$ cat src/rtl/i8008_pkg.sv
/* Shared widths, register and opcode field codes, ALU and condition encodings,
   flags, the instruction union and the control states of the 8008-style core. */
package i8008_pkg;

  localparam int DATA_W              = 8;
  localparam int ADDR_W              = 16;
  localparam int PORT_W              = 5;
  localparam int STACK_DEPTH_DEFAULT = 8;

  typedef logic [DATA_W-1:0] data_t;
  typedef logic [ADDR_W-1:0] addr_t;

  // Register codes. M is memory at H:L.
  localparam logic [2:0] REG_A = 3'd0;
  localparam logic [2:0] REG_H = 3'd5;
  localparam logic [2:0] REG_L = 3'd6;
  localparam logic [2:0] REG_M = 3'd7;

  // Opcode groups in bits 7:6.
  localparam logic [1:0] GRP_IMM = 2'b00;
  localparam logic [1:0] GRP_JMP = 2'b01;
  localparam logic [1:0] GRP_ALU = 2'b10;
  localparam logic [1:0] GRP_MOV = 2'b11;

  // Low field of group 00 forms that take an immediate byte.
  localparam logic [2:0] LO_ALU_IMM = 3'b100;
  localparam logic [2:0] LO_MVI     = 3'b110;

  typedef enum logic [2:0] {
    op_add, op_adc, op_sub, op_sbb, op_ana, op_xra, op_ora, op_cmp
  } alu_op_e;

  typedef enum logic [2:0] {
    cond_nc, cond_nz, cond_p, cond_po, cond_c, cond_z, cond_m, cond_pe
  } cond_e;

  typedef struct packed {
    logic parity;
    logic sign;
    logic carry;
    logic zero;
  } flags_t;

  typedef struct packed {
    logic [1:0] group;
    logic [2:0] dst;
    logic [2:0] src;
  } reg_form_t;

  // OUT view. Bit 0 set in group 01 marks an I/O opcode.
  typedef struct packed {
    logic [1:0]        group;
    logic [PORT_W-1:0] port;
    logic              is_io;
  } io_form_t;

  typedef union packed {
    reg_form_t reg_form;
    io_form_t  io_form;
  } instr_u;

  typedef enum logic [4:0] {
    st_idle, st_fetch_0, st_fetch_1, st_lo_0, st_lo_1, st_hi_0, st_hi_1,
    st_exec, st_mem_rd, st_out, st_halted
  } state_e;

endpackage

$ cat src/rtl/alu.sv
/* Eight-operation 8-bit ALU with a 9-bit result and the zero, carry, sign and
   parity flags. */
`timescale 1ns/1ps

module alu (
  input  i8008_pkg::data_t   a,
  input  i8008_pkg::data_t   b,
  input  i8008_pkg::alu_op_e op,
  input  logic               carry_in,
  output logic [8:0]         result,
  output i8008_pkg::flags_t  flags
);

  always_comb begin
    case (op)
      i8008_pkg::op_add: result = {1'b0, a} + {1'b0, b};
      i8008_pkg::op_adc: result = {1'b0, a} + {1'b0, b} + 9'(carry_in);
      // Bit 8 of a difference is the borrow.
      i8008_pkg::op_sub: result = {1'b0, a} - {1'b0, b};
      i8008_pkg::op_sbb: result = {1'b0, a} - {1'b0, b} - 9'(carry_in);
      i8008_pkg::op_ana: result = {1'b0, a & b};
      i8008_pkg::op_xra: result = {1'b0, a ^ b};
      i8008_pkg::op_ora: result = {1'b0, a | b};
      i8008_pkg::op_cmp: result = {1'b0, a} - {1'b0, b};
      default:           result = '0;
    endcase

    flags.zero   = result[7:0] == 8'd0;
    flags.carry  = result[8];
    flags.sign   = result[7];
    // Set on an even count of ones.
    flags.parity = ~^result[7:0];
  end

endmodule

$ cat src/rtl/reg_file.sv
/* Seven 8-bit registers with two read ports, one write port and the H:L pointer. */
`timescale 1ns/1ps

module reg_file (
  input  logic             raw_clk,
  input  logic [2:0]       rd_sel_a,
  input  logic [2:0]       rd_sel_b,
  output i8008_pkg::data_t rd_a,
  output i8008_pkg::data_t rd_b,
  input  logic             wr_en,
  input  logic [2:0]       wr_sel,
  input  i8008_pkg::data_t wr_data,
  output i8008_pkg::addr_t hl
);

  i8008_pkg::data_t regs [0:6];

  // Code 7 is M and has no register behind it.
  assign rd_a = (rd_sel_a == i8008_pkg::REG_M) ? '0 : regs[rd_sel_a];
  assign rd_b = (rd_sel_b == i8008_pkg::REG_M) ? '0 : regs[rd_sel_b];
  assign hl   = {regs[i8008_pkg::REG_H], regs[i8008_pkg::REG_L]};

  always_ff @(posedge raw_clk) begin
    if (wr_en && wr_sel != i8008_pkg::REG_M)
      regs[wr_sel] <= wr_data;
  end

endmodule

$ cat src/rtl/call_stack.sv
/* Return-address stack with push and pop and a pointer that wraps at the depth. */
`timescale 1ns/1ps

module call_stack #(
  parameter int stack_depth = i8008_pkg::STACK_DEPTH_DEFAULT
) (
  input  logic             raw_clk,
  input  logic             button_reset,
  input  logic             push,
  input  logic             pop,
  input  i8008_pkg::addr_t push_addr,
  output i8008_pkg::addr_t top_addr
);

  localparam int ptr_w = (stack_depth > 1) ? $clog2(stack_depth) : 1;
  localparam logic [ptr_w-1:0] last_idx = ptr_w'(stack_depth - 1);

  i8008_pkg::addr_t entries [stack_depth];
  logic [ptr_w-1:0] sp;
  logic [ptr_w-1:0] top_idx;

  // Slot below the pointer holds the latest push.
  assign top_idx  = (sp == '0) ? last_idx : sp - 1'b1;
  assign top_addr = entries[top_idx];

  always_ff @(posedge raw_clk) begin
    if (!button_reset)
      sp <= '0;
    else if (push)
      sp <= (sp == last_idx) ? '0 : sp + 1'b1;
    else if (pop)
      sp <= top_idx;
  end

  always_ff @(posedge raw_clk) begin
    if (push)
      entries[sp] <= push_addr;
  end

endmodule

$ cat src/rtl/program_ram.sv
/* Single-port program RAM with a load path for the idle core and a core path. */
`timescale 1ns/1ps

module program_ram #(
  parameter int mem_addr_w = 8
) (
  input  logic                  raw_clk,
  input  logic                  load_valid,
  input  logic [mem_addr_w-1:0] load_addr,
  input  i8008_pkg::data_t      load_data,
  input  i8008_pkg::addr_t      mem_addr,
  input  logic                  mem_we,
  input  i8008_pkg::data_t      mem_wdata,
  output i8008_pkg::data_t      mem_rdata
);

  i8008_pkg::data_t mem [2**mem_addr_w];
  logic [mem_addr_w-1:0] core_addr;

  // Core addresses fold onto the RAM size.
  assign core_addr = mem_addr[mem_addr_w-1:0];

  always_ff @(posedge raw_clk) begin
    if (load_valid)
      mem[load_addr] <= load_data;
    else if (mem_we)
      mem[core_addr] <= mem_wdata;
    mem_rdata <= mem[core_addr];
  end

endmodule

$ cat src/rtl/out_port.sv
/* OUT register with a credit counter, one-cycle valid and back-pressure on the core. */
`timescale 1ns/1ps

module out_port #(
  parameter int out_credits = 2
) (
  input  logic                         raw_clk,
  input  logic                         button_reset,
  input  logic                         out_req,
  input  logic [i8008_pkg::PORT_W-1:0] port,
  input  i8008_pkg::data_t             data,
  output logic                         out_grant,
  input  logic                         out_credit,
  output logic                         out_valid,
  output logic [i8008_pkg::PORT_W-1:0] out_port,
  output i8008_pkg::data_t             out_data
);

  localparam int cnt_w = $clog2(out_credits + 1);
  localparam logic [cnt_w-1:0] max_credits = cnt_w'(out_credits);

  logic [cnt_w-1:0] credits;

  // No grant without a credit in hand.
  assign out_grant = out_req && credits != '0;

  always_ff @(posedge raw_clk) begin
    if (!button_reset) begin
      credits   <= max_credits;
      out_valid <= 1'b0;
    end else begin
      out_valid <= out_grant;
      if (out_grant && !out_credit)
        credits <= credits - 1'b1;
      else if (!out_grant && out_credit && credits != max_credits)
        credits <= credits + 1'b1;
    end
  end

  always_ff @(posedge raw_clk) begin
    if (out_grant) begin
      out_port <= port;
      out_data <= data;
    end
  end

endmodule

$ cat src/rtl/cpu_control.sv
/* Fetch/decode/execute FSM of the 8008-style core, holding the PC, the
   instruction and operand registers and the flags. */
`timescale 1ns/1ps

module cpu_control (
  input  logic                         raw_clk,
  input  logic                         button_reset,
  input  logic                         run,
  output logic                         halted,
  output i8008_pkg::addr_t             mem_addr,
  output logic                         mem_we,
  output i8008_pkg::data_t             mem_wdata,
  input  i8008_pkg::data_t             mem_rdata,
  output logic [2:0]                   rd_sel_a,
  output logic [2:0]                   rd_sel_b,
  input  i8008_pkg::data_t             rd_a,
  input  i8008_pkg::data_t             rd_b,
  output logic                         wr_en,
  output logic [2:0]                   wr_sel,
  output i8008_pkg::data_t             wr_data,
  input  i8008_pkg::addr_t             hl,
  output i8008_pkg::data_t             alu_a,
  output i8008_pkg::data_t             alu_b,
  output i8008_pkg::alu_op_e           alu_op,
  output logic                         alu_carry_in,
  input  logic [8:0]                   alu_result,
  input  i8008_pkg::flags_t            alu_flags,
  output logic                         push,
  output logic                         pop,
  output i8008_pkg::addr_t             push_addr,
  input  i8008_pkg::addr_t             top_addr,
  output logic                         out_req,
  output logic [i8008_pkg::PORT_W-1:0] port,
  output i8008_pkg::data_t             data,
  input  logic                         out_grant
);

  i8008_pkg::state_e state;
  i8008_pkg::instr_u ir;
  i8008_pkg::instr_u fetched;
  i8008_pkg::addr_t  pc;
  i8008_pkg::addr_t  opnd;
  i8008_pkg::flags_t flags;
  logic [1:0]        grp;
  logic [2:0]        dst;
  logic [2:0]        src;
  logic              is_halt;
  logic              is_mvi;
  logic              is_mov;
  logic              is_alu;
  logic              is_inc_dec;
  logic              is_jump;
  logic              is_call;
  logic              is_ret;
  logic              taken;
  logic              m_src;
  logic              reg_wr;
  logic              exec_now;

  function automatic logic cond_met(i8008_pkg::cond_e cc, i8008_pkg::flags_t f);
    logic hit;
    hit = 1'b0;
    case (cc)
      i8008_pkg::cond_nc: hit = !f.carry;
      i8008_pkg::cond_nz: hit = !f.zero;
      i8008_pkg::cond_p:  hit = !f.sign;
      i8008_pkg::cond_po: hit = !f.parity;
      i8008_pkg::cond_c:  hit = f.carry;
      i8008_pkg::cond_z:  hit = f.zero;
      i8008_pkg::cond_m:  hit = f.sign;
      i8008_pkg::cond_pe: hit = f.parity;
    endcase
    return hit;
  endfunction

  // Decode from the instruction register.
  assign fetched    = mem_rdata;
  assign grp        = ir.reg_form.group;
  assign dst        = ir.reg_form.dst;
  assign src        = ir.reg_form.src;
  assign is_halt    = ir == 8'h00 || ir == 8'h01 || ir == 8'hff;
  assign is_mvi     = grp == i8008_pkg::GRP_IMM && src == i8008_pkg::LO_MVI;
  assign is_mov     = grp == i8008_pkg::GRP_MOV && !is_halt;
  assign is_alu     = grp == i8008_pkg::GRP_ALU ||
                      (grp == i8008_pkg::GRP_IMM && src == i8008_pkg::LO_ALU_IMM);
  assign is_inc_dec = grp == i8008_pkg::GRP_IMM && src[2:1] == 2'b00 &&
                      dst != i8008_pkg::REG_A && dst != i8008_pkg::REG_M;
  assign is_jump    = grp == i8008_pkg::GRP_JMP && !ir.io_form.is_io && !src[1];
  assign is_call    = grp == i8008_pkg::GRP_JMP && !ir.io_form.is_io && src[1];
  assign is_ret     = grp == i8008_pkg::GRP_IMM && src[1:0] == 2'b11;
  // Bit 2 of the low field marks the unconditional form.
  assign taken      = src[2] || cond_met(i8008_pkg::cond_e'(dst), flags);
  assign m_src      = (grp == i8008_pkg::GRP_ALU || is_mov) && src == i8008_pkg::REG_M;
  assign reg_wr     = is_inc_dec || (is_alu && dst != i8008_pkg::op_cmp) ||
                      ((is_mvi || is_mov) && dst != i8008_pkg::REG_M);
  assign exec_now   = (state == i8008_pkg::st_exec && !m_src) ||
                      state == i8008_pkg::st_mem_rd;

  assign halted       = state == i8008_pkg::st_halted;
  assign mem_addr     = (state == i8008_pkg::st_exec) ? hl : pc;
  assign mem_we       = state == i8008_pkg::st_exec && (is_mvi || is_mov) &&
                        dst == i8008_pkg::REG_M;
  assign mem_wdata    = is_mvi ? opnd[7:0] : rd_a;
  assign rd_sel_a     = is_inc_dec ? dst : (is_mov ? src : i8008_pkg::REG_A);
  assign rd_sel_b     = src;
  assign wr_en        = reg_wr && exec_now;
  assign wr_sel       = is_alu ? i8008_pkg::REG_A : dst;
  assign alu_a        = rd_a;
  assign alu_op       = is_inc_dec ? (src[0] ? i8008_pkg::op_sub : i8008_pkg::op_add)
                                   : i8008_pkg::alu_op_e'(dst);
  assign alu_carry_in = flags.carry;
  assign push         = state == i8008_pkg::st_exec && is_call && taken;
  assign pop          = state == i8008_pkg::st_exec && is_ret && taken;
  assign push_addr    = pc;
  assign out_req      = state == i8008_pkg::st_out;
  assign port         = ir.io_form.port;
  assign data         = rd_a;

  always_comb begin
    if (state == i8008_pkg::st_mem_rd)
      alu_b = mem_rdata;
    else if (is_inc_dec)
      alu_b = 8'd1;
    else if (grp == i8008_pkg::GRP_ALU)
      alu_b = rd_b;
    else
      alu_b = opnd[7:0];

    if (state == i8008_pkg::st_mem_rd && is_mov)
      wr_data = mem_rdata;
    else if (is_alu || is_inc_dec)
      wr_data = alu_result[7:0];
    else if (is_mvi)
      wr_data = opnd[7:0];
    else
      wr_data = rd_a;
  end

  always_ff @(posedge raw_clk) begin
    if (!button_reset) begin
      state <= i8008_pkg::st_idle;
      pc    <= '0;
      flags <= '0;
    end else begin
      case (state)
        i8008_pkg::st_idle: begin
          if (run)
            state <= i8008_pkg::st_fetch_0;
        end
        i8008_pkg::st_fetch_0: state <= i8008_pkg::st_fetch_1;
        i8008_pkg::st_fetch_1: begin
          ir <= fetched;
          pc <= pc + 1'b1;
          // Operand bytes for immediates and jump targets.
          if (fetched.io_form.group == i8008_pkg::GRP_JMP && fetched.io_form.is_io)
            state <= i8008_pkg::st_out;
          else if (fetched.reg_form.group == i8008_pkg::GRP_JMP ||
                   (fetched.reg_form.group == i8008_pkg::GRP_IMM &&
                    (fetched.reg_form.src == i8008_pkg::LO_ALU_IMM ||
                     fetched.reg_form.src == i8008_pkg::LO_MVI)))
            state <= i8008_pkg::st_lo_0;
          else
            state <= i8008_pkg::st_exec;
        end
        i8008_pkg::st_lo_0: state <= i8008_pkg::st_lo_1;
        i8008_pkg::st_lo_1: begin
          opnd[7:0] <= mem_rdata;
          pc        <= pc + 1'b1;
          state     <= (grp == i8008_pkg::GRP_JMP) ? i8008_pkg::st_hi_0 : i8008_pkg::st_exec;
        end
        i8008_pkg::st_hi_0: state <= i8008_pkg::st_hi_1;
        i8008_pkg::st_hi_1: begin
          opnd[15:8] <= mem_rdata;
          pc         <= pc + 1'b1;
          state      <= i8008_pkg::st_exec;
        end
        i8008_pkg::st_exec: begin
          if ((is_jump || is_call) && taken)
            pc <= opnd;
          else if (is_ret && taken)
            pc <= top_addr;
          if (m_src)
            state <= i8008_pkg::st_mem_rd;
          else if (is_halt)
            state <= i8008_pkg::st_halted;
          else
            state <= i8008_pkg::st_fetch_0;
        end
        i8008_pkg::st_mem_rd: state <= i8008_pkg::st_fetch_0;
        i8008_pkg::st_out: begin
          if (out_grant)
            state <= i8008_pkg::st_fetch_0;
        end
        // Halted holds until reset.
        default: state <= i8008_pkg::st_halted;
      endcase

      // INR and DCR leave carry alone.
      if ((is_alu || is_inc_dec) && exec_now) begin
        flags.parity <= alu_flags.parity;
        flags.sign   <= alu_flags.sign;
        flags.zero   <= alu_flags.zero;
        if (is_alu)
          flags.carry <= alu_flags.carry;
      end
    end
  end

endmodule

$ cat src/rtl/i8008_top.sv
/* Top level of the 8008-style core: control FSM, register file, ALU, call stack,
   program RAM and the credit-based output port. */
`timescale 1ns/1ps

module i8008_top #(
  parameter int mem_addr_w  = 8,
  parameter int stack_depth = i8008_pkg::STACK_DEPTH_DEFAULT,
  parameter int out_credits = 2
) (
  input  logic                         raw_clk,
  input  logic                         button_reset,
  input  logic                         run,
  input  logic                         load_valid,
  input  logic [mem_addr_w-1:0]        load_addr,
  input  i8008_pkg::data_t             load_data,
  output logic                         out_valid,
  output logic [i8008_pkg::PORT_W-1:0] out_port,
  output i8008_pkg::data_t             out_data,
  input  logic                         out_credit,
  output logic                         halted
);

  // Program memory bus.
  i8008_pkg::addr_t  mem_addr;
  logic              mem_we;
  i8008_pkg::data_t  mem_wdata;
  i8008_pkg::data_t  mem_rdata;

  // Register file.
  logic [2:0]        rd_sel_a;
  logic [2:0]        rd_sel_b;
  i8008_pkg::data_t  rd_a;
  i8008_pkg::data_t  rd_b;
  logic              wr_en;
  logic [2:0]        wr_sel;
  i8008_pkg::data_t  wr_data;
  i8008_pkg::addr_t  hl;

  // ALU.
  i8008_pkg::data_t  alu_a;
  i8008_pkg::data_t  alu_b;
  i8008_pkg::alu_op_e alu_op;
  logic              alu_carry_in;
  logic [8:0]        alu_result;
  i8008_pkg::flags_t alu_flags;

  // Call stack and output request.
  logic              push;
  logic              pop;
  i8008_pkg::addr_t  push_addr;
  i8008_pkg::addr_t  top_addr;
  logic              out_req;
  logic [i8008_pkg::PORT_W-1:0] port;
  i8008_pkg::data_t  data;
  logic              out_grant;

  cpu_control u_cpu_control (.*);

  reg_file u_reg_file (.*);

  alu u_alu (
    .a        (alu_a),
    .b        (alu_b),
    .op       (alu_op),
    .carry_in (alu_carry_in),
    .result   (alu_result),
    .flags    (alu_flags)
  );

  call_stack #(.stack_depth(stack_depth)) u_call_stack (.*);

  program_ram #(.mem_addr_w(mem_addr_w)) u_program_ram (.*);

  out_port #(.out_credits(out_credits)) u_out_port (.*);

endmodule

$ cat config.mk
export PLATFORM = sky130hd
export DESIGN_NAME = i8008_top
export DESIGN_NICKNAME = d
export VERILOG_FILES = /design/src/rtl/i8008_pkg.sv /design/src/rtl/alu.sv /design/src/rtl/reg_file.sv /design/src/rtl/call_stack.sv /design/src/rtl/program_ram.sv /design/src/rtl/out_port.sv /design/src/rtl/cpu_control.sv /design/src/rtl/i8008_top.sv
export SDC_FILE = /design/constraint.sdc
export NUM_CORES = 2
export LEC_CHECK = 0
export ABC_CLOCK_PERIOD_IN_PS = 16720
export BUFFER_PORTS_ARGS = -buffer_cell sky130_fd_sc_hd__clkbuf_2
export CORE_MARGIN = 1.5
export CORE_UTILIZATION = 65
export DETAILED_ROUTE_END_ITERATION = 6
export PLACE_DENSITY_LB_ADDON = 0.2
export SYNTH_ARGS = -nofsm -noshare
export SYNTH_HDL_FRONTEND = slang
export SYNTH_HIERARCHICAL = 1
export SYNTH_SLANG_ARGS = --single-unit
$ cat constraint.sdc
create_clock -name raw_clk -period 16.72 [get_ports raw_clk]
set_input_delay 0 -clock raw_clk [delete_from_list [all_inputs] [get_ports raw_clk]]
set_output_delay 0 -clock raw_clk [all_outputs]
set_load 0.02 [all_outputs]
Word-level counts from Yosys, hierarchy flattened
Memory sizes are Yosys's and may differ from the RTL's. A register that Yosys moved wholly into a read port is not among the register bits.
Cells that the tools add are included.
{ "word_totals": {"n_memories": 3, "output_inout_bits": 15, "mem_bits_rw": 2232, "in_bits": 21, "regBits": 68} }
{ "classes": {"add_sub_neg": 9, "n_reduce_logical": 79, "n_mux": 46, "n_bitwise": 3, "eq_ne": 44} }
{ "mem_list": {"columns": ["memory", "depth", "width", "read_ports", "rd_clocked_by_memory_dff", "wr", "line", "text"], "rows": [
  ["u_program_ram.mem", 256, 8, 1, 1, 1, "program_ram.sv:17", "i8008_pkg::data_t mem [2**mem_addr_w];"],
  ["u_call_stack.entries", 8, 16, 1, 0, 1, "call_stack.sv:18", "i8008_pkg::addr_t entries [stack_depth];"],
  ["u_reg_file.regs", 7, 8, 3, 1, 1, "reg_file.sv:16", "i8008_pkg::data_t regs [0:6];"]
]} }
{ "op_table": {"columns": ["cell", "count"], "rows": [
  ["two-way mux 8 bit", 11],
  ["case mux 9 bit (7 select lines)", 1],
  ["case mux 5 bit (10 select lines)", 1],
  ["equality test 3 bit (second input constant)", 15],
  ["logical AND 1 bit", 32],
  ["two-way mux 16 bit", 2],
  ["case mux 16 bit (2 select lines)", 1],
  ["two-way mux 3 bit", 10],
  ["equality test 5 x 3 -> 1 bit (second input constant)", 4],
  ["adder 16 x 1 -> 16 bit (second input constant)", 1],
  ["zero test 8 bit", 2],
  ["equality test 5 x 4 -> 1 bit (second input constant)", 3],
  ["two-way mux 5 bit", 3],
  ["logical OR 1 bit", 13],
  ["equality test 3 x 2 -> 1 bit (second input constant)", 4],
  ["AND reduction 2 bit", 6],
  ["equality test 5 x 2 -> 1 bit (second input constant)", 2],
  ["zero test 1 bit", 10],
  ["two-way mux 1 bit", 10],
  ["adder 8 x 8 -> 9 bit", 1],
  ["adder 9 x 1 -> 9 bit", 1],
  ["zero test 3 bit", 3],
  ["inequality test 3 bit (second input constant)", 3],
  ["subtractor 8 x 8 -> 9 bit", 1],
  ["26 further kinds", 41]
]} }

Depth between registers and ports, before layout
{ "depth": {"word_depth": 14, "depth_mapped": 29, "mapped_depth_nobuf": 23} }

Cells and area by module
Netlist, hierarchy kept.
{ "modules_own_cells": {"columns": ["mod", "cells_per_inst", "instances", "seq_area_each_um2", "area_per_inst_um2"], "rows": [
  ["program_ram", 3834, 1, 61659.1, 79582.6],
  ["call_stack", 232, 1, 3903.7, 5197.5],
  ["cpu_control", 437, 1, 1201.2, 3689.8],
  ["reg_file", 184, 1, 1681.6, 2797.7],
  ["alu", 276, 1, 0.0, 1896.8],
  ["out_port", 29, 1, 450.4, 538.0]
]} }

Least setup slack after synthesis
OpenSTA, ideal clock, no wires.
{ "synth_path": {"path_type": "register to register", "startpoint": "reg u_cpu_control/ir[1] (netlist name)", "endpoint": "mem u_program_ram/mem[0][0] (netlist name), data pin", "stages_incl_launch_ff": 13, "t_arrival_ps": 5824, "setup_slack_ps": 10074, "n_path_buf": 4, "required_time_ps": 15897, "synth_period_minus_slack_ps": 6646, "cell_sequence": "edfxtp_1 -> buf_4 -> nor4_2 -> nor3b_4 -> buf_2 -> a22o_1 -> clkbuf_1 -> nor2b_1 -> clkbuf_2 -> a221oi_2 -> mux2_2 -> nand2_1 -> nand2_1"} }
{ "synth_via": {"elab_cells_between_ends": 27} }
{ "synth_lines": {"columns": ["item", "line", "text"], "rows": [
  ["from (decl)", "cpu_control.sv:39", "i8008_pkg::instr_u ir;"],
  ["from (signal assigned)", "cpu_control.sv:152", "ir <= fetched;"],
  ["equality test 8 x 1 -> 1 bit / zero test 8 bit (equally long branches)", "cpu_control.sv:81", "assign is_halt = ir == 8'h00 || ir == 8'h01 || ir == 8'hff;"],
  ["logical OR 1 bit (2 in series)", "cpu_control.sv:81", null],
  ["zero test 1 bit", "cpu_control.sv:83", "assign is_mov = grp == i8008_pkg::GRP_MOV && !is_halt;"],
  ["logical AND 1 bit", "cpu_control.sv:83", null],
  ["two-way mux 3 bit", "cpu_control.sv:104", "assign rd_sel_a = is_inc_dec ? dst : (is_mov ? src : i8008_pkg::REG_A);"],
  ["two-way mux 3 bit *", "cpu_control.sv:104", null],
  ["net rd_sel_a[2]", "i8008_top.sv:30", "logic [2:0] rd_sel_a;"],
  ["memory read (7 x 8 bit) / equality test 3 bit (equally long branches)", null, null],
  ["two-way mux 8 bit *", "reg_file.sv:19", "assign rd_a = (rd_sel_a == i8008_pkg::REG_M) ? '0 : regs[rd_sel_a];"],
  ["net rd_a[0]", "i8008_top.sv:32", "i8008_pkg::data_t rd_a;"],
  ["two-way mux 8 bit *", "cpu_control.sv:103", "assign mem_wdata = is_mvi ? opnd[7:0] : rd_a;"],
  ["net mem_wdata[0]", "i8008_top.sv:26", "i8008_pkg::data_t mem_wdata;"],
  ["two-way mux 8 bit (no line) *", null, null],
  ["to (decl)", "program_ram.sv:17", null]
]} }
The timed path passes the listed nets; every way through them passes the cells marked *.

==> results.sh <==
export IMPL_die_width_microns=375.8
export IMPL_min_period_ps=7153
export IMPL_r2r_setup_slack_ps=9570
export IMPL_drt_iter0_drc=6894
export IMPL_cts_buffers=209
export IMPL_root_buffer="sky130_fd_sc_hd__clkbuf_16"
export IMPL_path_max_fanout=23
export IMPL_fin_cells=6782
export IMPL_timing_max_slew_rel_slack=0.04452
export IMPL_finalCritPeriodShare=0.4278
export IMPL_grt_pass1_wl_microns=324800
export IMPL_post_route_drc_count=0
export IMPL_wl_per_cell_microns=32.81
export IMPL_design_power_total_mw=13.69
export IMPL_design_portCount=36
export IMPL_most_common_layout_cells="sky130_fd_sc_hd__edfxtp_1 (2197), sky130_fd_sc_hd__mux4_2 (451), sky130_fd_sc_hd__nor2_1 (365), sky130_fd_sc_hd__clkbuf_16 (213), sky130_fd_sc_hd__mux2i_1 (200)"
export IMPL_htree_levels=4
export IMPL_cts_tree="yes"
export IMPL_initial_util=0.6563
export IMPL_p_seq_frac=0.461
export IMPL_cellLeakagePower_nw=30.25
export IMPL_cp_data_arrival_time_ps=7700
export IMPL_buffer_ports_inserted=35
export IMPL_detailedPlacementHpwl_microns=134100
export IMPL_grt_max_degree=185
export IMPL_antenna_violating_nets_post_route=0
export IMPL_final_net_count=4870
export IMPL_grt_overflow_total=0
export IMPL_ir_worst_vdd_mv=0.1113
export IMPL_finalCoreUtilization=0.7160
export IMPL_setup_viol=0
export IMPL_worst_setup_path_start_kind="flip-flop"
export IMPL_final_gp_congestion=0.9291
export IMPL_finalHoldViolations=0
export IMPL_tightest_slew_ps=1422
export IMPL_filler_cell_count=7968
export IMPL_placement_rows=136
export IMPL_grt_pass1_vias=47061
export IMPL_global_route_usage_total=0.3205
export IMPL_synth_cell_area_sq_um=90350
export IMPL_worstRegToRegCells=18
export IMPL_unrepaired_setup_endpoints_after_global_routing="false"
export IMPL_postRouteWirelength_microns=222500
export IMPL_critical_path_max_stage_delay_ps=730
export IMPL_grt_antenna_before_repair=11
export IMPL_status="finished, final reports clean"
export IMPL_signed_area_change_from_the_synthesized_netlist_to_the_final_layout_pct=9.100
export IMPL_cts_hold_fix_buffers=4
export IMPL_final_layout_size_suffix_gt1_frac=0.1930
export IMPL_critical_path_endpoint_type="flip-flop"
export IMPL_clk_pin_slew_worst_paths_ps=60
export IMPL_tns_ps=0
export IMPL_gate_count_after_technology_mapping=4791
export IMPL_fmax_mhz=139.8
export IMPL_max_cap_violations=0
export IMPL_die_height_microns=375.8
export IMPL_combinationalPowerShare=0.200
export IMPL_postCtsSetupBuffers=0
export IMPL_postSynthNetCount=4851
export IMPL_swShare=0.2641
export IMPL_clk_insertion_delay_late_ps=850
export IMPL_cts_root_to_sink_buffers=3
export IMPL_layout_commonest_cell="sky130_fd_sc_hd__edfxtp_1"
export IMPL_total_core_area_sq_um=137700
export IMPL_cellInternalPower_mw=10.07
export IMPL_multiInputGateArea_sq_um=21890
export IMPL_postSynthAreaPerCell_sq_um=18.86
export IMPL_fin_worst_skew_ps=47.73
export IMPL_worstHoldPathType="in -> reg"
export IMPL_maxSlewViolCount=0
export IMPL_slowest_stage="sky130_fd_sc_hd__edfxtp_1"
export IMPL_power_share_clock=0.339
export IMPL_clkSinkCount=2227
export IMPL_postCtsResizedCells=0
export IMPL_series_of_cell_instances_along_the_critical_path="nor4_2 > nor3b_4 > a22o_1 > nand2b_1 > o221a_1 > a221oi_2 > inv_1 > fa_1 > o21bai_1 > a21oi_1 > xnor2_1 > nand3_1 > nand4bb_1 > xor2_1 > a211oi_1 > o22ai_1 > mux2i_1 > o21ai_0"
export IMPL_layout_setup_ws_ps=9567
export IMPL_setup_worst_path_class="reg -> reg"
export IMPL_yosysWarningCount=6
export IMPL_register_area_sq_um=66570
export IMPL_design_die_area_sq_um=141200
export IMPL_power_per_cell_area_nw_per_um2=138.9
export IMPL_post_place_cells=6389
export IMPL_drt_vias_per_instance=7.049
export IMPL_place_worst_setup_slack_ps=9688
export IMPL_drt_pass1_iter_count=6
export IMPL_num_vias=47807
export IMPL_hold_depth=3
export IMPL_cp_required_ps=17270
export IMPL_power_switching_mw=3.616
sequential cells by signal, indices dropped and copies added (netlist names), 3 cells and up:
signal	flops
u_cpu_control/ir	8
u_call_stack/sp	3
u_cpu_control/push_addr	8
u_cpu_control/opnd	8
u_program_ram/mem	2048
u_out_port/out_port	5
u_cpu_control/state	4
u_reg_file/regs	56
u_call_stack/entries	64
u_out_port/out_data	8
u_program_ram/mem_rdata	8
u_cpu_control/flags	3
final cells by class:
type,count,share of cell area
Inverter,46,0.001752
Clock inverter,102,0.01007
Tap cell,1794,0.02277
Timing Repair Buffer,134,0.009927
Clock buffer,284,0.05790
Sequential cell,2227,0.6754
Multi-Input combinational cell,2192,0.2221
Antenna cell,3,0.00007616
final timing paths:
check	startpoint	endpoint
worst max-delay path	u_cpu_control/ir[1]	u_reg_file/regs[4][7]
worst min-delay path	load_data[4]	u_program_ram/mem[196][4]
worst max register to register	u_cpu_control/ir[1]	u_reg_file/regs[4][7]
worst min register to register	u_out_port/credits[0]	u_out_port/credits[0]
critical path: cells and delay by family, from the launching register on:
family                     cells  cell delay, ps
AOI/OAI and AO/OA              8            2870
and+or+nand+nor                5            1890
DFF                            1             730
adders and majority gates      1             520
xor gates and xnor gates       2             520
buffers and inverters          1             180
muxes                          1             140
power by group through the flow:
stage	Sequential (mW)	Clock, mW	Combinational, mW
after floorplan	6.38	0	2.20
after global placement	6.42	0	2.69
after detailed placement	6.42	0	2.72
after CTS	6.30	4.69	2.74
after global routing	6.31	4.89	2.92
final	6.31	4.64	2.74
layer usage:
layer | wire length [microns] | GRT usage | vias to the layer above | share of wire
met4 | 9380 | 0.1237 | 14 | 0.042
met2 | 105200 | 0.4930 | 2975 | 0.47
met3 | 25270 | 0.07695 | 539 | 0.11
met5 | 99 | 0 | - | 0.00044
li1 | - | - | 19572 | -
met1 | 82550 | 0.4527 | 24707 | 0.37
stage by stage:
stage | hold WS (ps) | instance area (sq um)
after floorplan | 79.99 | 90350
after global placement | 423.2 | 91800
after detailed placement | 438.2 | 91820
after CTS | 32.47 | 98560
after global routing | 74.16 | 98560
final | 60.93 | 98570
Power figures use the tool's default switching activity.
